[config.mk]
export PLATFORM = sky130hd
export DESIGN_NAME = riscv_fstage
export DESIGN_NICKNAME = d
export VERILOG_FILES = /design/src/hw/riscv_pkg.sv /design/src/hw/riscv_fstage.sv
export SDC_FILE = /design/constraint.sdc
export NUM_CORES = 1
export LEC_CHECK = 0
export ABC_AREA = 1
export ABC_CLOCK_PERIOD_IN_PS = 2700
export BUFFER_PORTS_ARGS = -buffer_cell sky130_fd_sc_hd__buf_2
export CORE_UTILIZATION = 58
export CTS_BUF_LIST = sky130_fd_sc_hd__clkbuf_2 sky130_fd_sc_hd__clkbuf_4 sky130_fd_sc_hd__clkbuf_8
export CTS_CLUSTER_DIAMETER = 60
export CTS_CLUSTER_SIZE = 10
export DETAILED_ROUTE_END_ITERATION = 6
export PLACE_DENSITY = 0.88
export SLEW_MARGIN = 20
export SYNTH_ARGS = -nofsm -noshare
export SYNTH_HDL_FRONTEND = slang
export SYNTH_SLANG_ARGS = --single-unit
[constraint.sdc]
create_clock -name i_riscv_fstage_clk -period 2.7 [get_ports i_riscv_fstage_clk]
set_clock_uncertainty 0.1 [all_clocks]
set_input_delay 0.675 -clock i_riscv_fstage_clk [delete_from_list [all_inputs] [get_ports i_riscv_fstage_clk]]
set_output_delay 0.675 -clock i_riscv_fstage_clk [all_outputs]
set_load 0.1 [all_outputs]
[src/hw/riscv_pkg.sv]
package riscv_pkg;

  localparam int XLEN     = 64;
  localparam int NUM_REGS = 32;

  typedef logic [XLEN-1:0]             xlen_t;
  typedef logic [$clog2(NUM_REGS)-1:0] reg_addr_t;
  typedef logic [31:0]                 inst_t;

  localparam xlen_t RESET_PC = '0;

  // base opcodes kept in this core
  localparam logic [6:0] OPC_OP     = 7'b0110011;
  localparam logic [6:0] OPC_OP_IMM = 7'b0010011;
  localparam logic [6:0] OPC_LUI    = 7'b0110111;
  localparam logic [6:0] OPC_AUIPC  = 7'b0010111;

  typedef enum logic [3:0] {
    ALU_ADD    = 4'd0,
    ALU_SUB    = 4'd1,
    ALU_SLL    = 4'd2,
    ALU_SLT    = 4'd3,
    ALU_SLTU   = 4'd4,
    ALU_XOR    = 4'd5,
    ALU_SRL    = 4'd6,
    ALU_SRA    = 4'd7,
    ALU_OR     = 4'd8,
    ALU_AND    = 4'd9,
    ALU_PASS_B = 4'd10  // lui
  } alu_op_e;

  // fetch/decode register
  typedef struct packed {
    logic  valid;
    xlen_t pc;
    inst_t inst;
  } fd_payload_t;

  // decode/execute register
  typedef struct packed {
    logic      valid;
    xlen_t     pc;
    reg_addr_t rs1_addr;
    xlen_t     rs1_data;
    reg_addr_t rs2_addr;
    xlen_t     rs2_data;
    reg_addr_t rd;
    xlen_t     imm;
    alu_op_e   alu_op;
    logic      a_is_pc;   // operand a from pc
    logic      b_is_imm;  // operand b from immediate
    logic      regw;
  } de_payload_t;

  // valid only when the result writes a nonzero rd
  typedef struct packed {
    logic      valid;
    reg_addr_t rd;
    xlen_t     data;
  } ex_result_t;

endpackage

[src/hw/riscv_fstage.sv]
module riscv_fstage (
  input  logic                   i_riscv_fstage_clk,
  input  logic                   i_rst,
  input  logic                   i_stall,
  input  riscv_pkg::inst_t       i_inst,
  output riscv_pkg::xlen_t       o_pc,
  output riscv_pkg::fd_payload_t o_fd
);
  import riscv_pkg::*;

  always_ff @(posedge i_riscv_fstage_clk) begin
    if (i_rst) begin
      o_pc <= RESET_PC;
      o_fd <= '0;
    end else if (!i_stall) begin
      o_pc     <= o_pc + xlen_t'(4);  // sequential fetch with no redirect
      o_fd.valid <= 1'b1;
      o_fd.pc    <= o_pc;
      o_fd.inst  <= i_inst;              // word for the current pc
    end
    // stalled edge keeps pc and fetch/decode contents
  end

  a_pc_aligned : assert property (
    @(posedge i_riscv_fstage_clk) disable iff (i_rst) o_pc[1:0] == 2'b00
  ) else $error("pc lost word alignment");

endmodule

# Yosys cells after proc, flatten, opt, wreduce, memory -nomap -nowiden
# Index checks and enable logic that the tools add are counted.
# word_totals
out_inout_bits	161
ff_bits	161
elab_cells	5
inputBits	35
# op_classes
addsub	1
# op_table
operator	n
64-bit by 3-bit adder with 64-bit output, second input constant	1

# Longest topological paths before layout
# logic_depth
word_depth	1
depth_mapped	11
ltp_nobuf	11

# Worst setup path before layout
# Ideal clock, no wire load.
# synth_timing
path_kind	reg2reg
from	reg o_pc[3]
to	reg o_pc[60]
path_stages_with_launch	11
t_required_ns	2.483
path_buffers	0
synth_period_minus_slack_ns	2.428
setup_ns	0.117
t_arrival_ns	2.211
slack_ns	0.272
path_cell_list	dfxtp_1 > ha_1 > inv_1 > nor2_4 > nand3_4 > nor2_8 > nand3_4 > nor2_2 > nand2_1 > nand2_1 > nor2_1
# synth_via
elab_chain_cells	1
# synth_rtl
element	line	source
start: declaration	riscv_fstage.sv:6	output riscv_pkg::xlen_t o_pc,
start signal: assignment	riscv_fstage.sv:16	o_pc <= o_pc + xlen_t'(4);
64-bit by 3-bit adder with 64-bit output	riscv_fstage.sv:16	
# No other way between the ends.
# A chain may end at the register's enable or synchronous reset.

# Final worst setup path
# layout_timing
from	reg o_pc[41]
to	out o_pc[41]
# No word-level cell between the ends.

==> impl_metrics.toml <==
[power_and_ir_drop]
ir_worst_vdd_mv = 0.448
p_per_area_mw_per_mm2 = 602
power_switching_w = 0.00176
p_sw_share_pct = 35.3
power.internal_w = 0.00323
clock_power_share_pct = 32.6
leakage_nw = 3.67
seqPwrFrac_pct = 48.8
total_power_w = 0.00499
pwr-share-comb_pct = 18.6

[synthesis]
synth.most_common_cell = "nor2_1"
synth_top_area_share_pct = 45.7
synth_top_family_by_area = "simple AND/OR/NAND/NOR gates"
avgSynthCellArea_sq_um = 7.07
synth_compound_area_share_pct = 12.9
synth_top_area_cell = "dfxtp_1"
ys_ff_latch = 157
synth_fa_ha_area_share_pct = 0.182
synth_top_cells_by_count = "nor2_1, dfxtp_1, nand2_1, o21ai_0"
netlist_area_sq_mm = 0.00687
synthDistinctLibCells = 35
postSynthCellCount = 972
synth_area_leaders = "dfxtp_1, nor2_1, o21ai_0"
synthArstFlopShare_pct = 0
muxShareOfSynthArea_pct = 0
synthXorXnorAreaFrac_pct = 1.40
synth-main-ff-cell = "dfxtp_1"
ys_seq_area_share_pct = 45.7
synth_edf_count = 0
yosys.area_share.simple_pct = 34.1
yosys_warnings = 0

[worst_setup_path]
slowest_delay_ns = 0.53
startpoint_type = "flip-flop"
worst_ep_required_time_ns = 1.92
cp_slowest_cell = "dfxtp_1"
path_cells = "buf_2"
rrSetupSlack_ns = 0.63
crit_fanout = 6
critPathBufInv = 1
arrival_ns = 1.47
cp_top_family = "flip-flops"
endpoint_kind = "primary output"
crit_type = "reg2out"

[clocking]
clkLatencyLatePin_ns = 0.44
tritoncts = "done"
cts_root_buf = "clkbuf_8"
clk_pin_slew_worst_paths_ns = 0.09
cts_resized = 0
postCtsHoldBufs = 0
htree_levels = 4
cts_buffer_depth = 2
cts_buffers = 17
clock-sinks = 157
postCtsSetupRepairBufs = 0

[placed_design]
gp_routability_congestion = 1.03
placed_area_sq_mm = 0.00793
dp_hpwl_microns = 15000
io_buffers = 191
place_ws_ns = 0.502

[global_routing]
grt.overflow.total = 0
antenna_found_initial = 0
grt_first_pass_wirelength_microns = 32800
track_usage_pct = 33.5
grt_pass1_vias = 6413
grt_max_degree = 59

[floorplan]
core_area_sq_mm = 0.0115
die_h_microns = 111
initial_core_util_pct = 59.9
dieArea_sq_mm = 0.0123
num_rows = 39
io_pins = 196
die_w_microns = 111

[timing]
min_period_over_period_pct = 83.2
setup_viol = 0
fin_ws_ns = 0.455
relSlewSlack_pct = 62.0
setup_tns_ns = 0
fin_crit_ns = 2.25
rsz0062_at_grt = "false"
final_max_slew_viol_count = 0
max_slew.worst_pin.slew_ns = 0.571
hold_violations = 0
fmax_mhz = 445

[drt]
wirelength_microns = 20300
num_vias = 7119
drc = 0
first_pass_iters = 7
drt_iter0_drc = 733
wl_per_cell_microns = 15.5
detail-route-antenna-nets = 0
via_per_inst = 5.45

[run_status]
status = "finished, final reports clean"

[finish]
n_fill_cell = 1014
diodes = 0
area_delta_synth_final_pct = 20.6
nNetsFinal = 1187
fin_area_sq_mm = 0.00829
drive_gt1_share_pct = 23.9

[worst_hold_path]
hold_class = "in2reg"

[run]
maxCapViolCount = 0
==> cell families after synthesis <==
family | after synthesis
AND/OR/NAND/NOR | 534
AO/OA/AOI/OAI | 172
flip-flops | 157
buffers and inverters | 96
XOR/XNOR | 11
adder cells (fa/ha/maj) | 1
other | 1
==> registers in the layout (all words and copies together), names as in the netlist <==
register  flops
o_fd         95
o_pc         62
==> through the flow <==
stage	hold slack, ns	std cells	util, %
3_3_place_gp	0.354	1275	69.1
3_5_place_dp	0.357	1275	69.1
5_1_grt	0.360	1307	72.3
2_1_floorplan	0.727	975	-
6_report	0.368	1307	72.3
4_1_cts	0.353	1307	72.3
==> tightest hold or removal path: cells and delay by family <==
kind,cells,cell delay [ns]
buffers and inverters,1,0.07
and+or+nand+nor,1,0.07
AOI/OAI and AO/OA,1,0.06
==> layer usage <==
metal | vias to the layer above | global-route usage, % | routed length (microns)
met2 | 375 | 52.5 | 9120
met4 | 0 | 11.4 | 490
met5 | - | 0 | 0
met1 | 3210 | 45.1 | 8660
met3 | 43 | 8.15 | 2000
li1 | 3491 | - | -
==> final cells by class <==
type                    instances  area [sq um]  share of cell area (%)
flip-flops and latches        157          3140                    37.9
multi-input cells             722          3350                    40.5
repair buffers                200          1050                    12.7
clock buffers                  19           255                    3.08
inverters                      53           200                    2.42
well taps                     143           179                    2.16
clock inverters                13           108                    1.30
==> final timing paths <==
| check | endpoint | cells past startpoint | start |
|---|---|---|---|
| max | o_pc[41] | 1 | o_pc[41] |
| min | o_fd[0] | 3 | i_inst[0] |
| max reg2reg | o_pc[59] | 9 | o_pc[20] |
| min reg2reg | o_fd[71] | 2 | o_fd[71] |
==> cells in the final DEF, fill, tap and decap left out, types with 18 or more instances in the layout <==
master	n
a21oi_1	50
buf_2	191
clkbuf_8	18
dfxtp_1	157
inv_1	49
nand2_1	139
nand3_1	45
nor2_1	276
nor2_2	18
o21ai_0	108
==> power groups by stage <==
| stage | Combinational (W) | Sequential, W | Clock [W] |
|---|---|---|---|
| after floorplan | 0.000199 | 0.00306 | 0 |
| after CTS | 0.000928 | 0.00244 | 0.00164 |
| final | 0.000928 | 0.00244 | 0.00162 |
| after detailed placement | 0.000927 | 0.00249 | 0 |
| after global routing | 0.000968 | 0.00245 | 0.00176 |
| after global placement | 0.000918 | 0.00249 | 0 |
No activity file was read; power rests on OpenSTA's default activity.
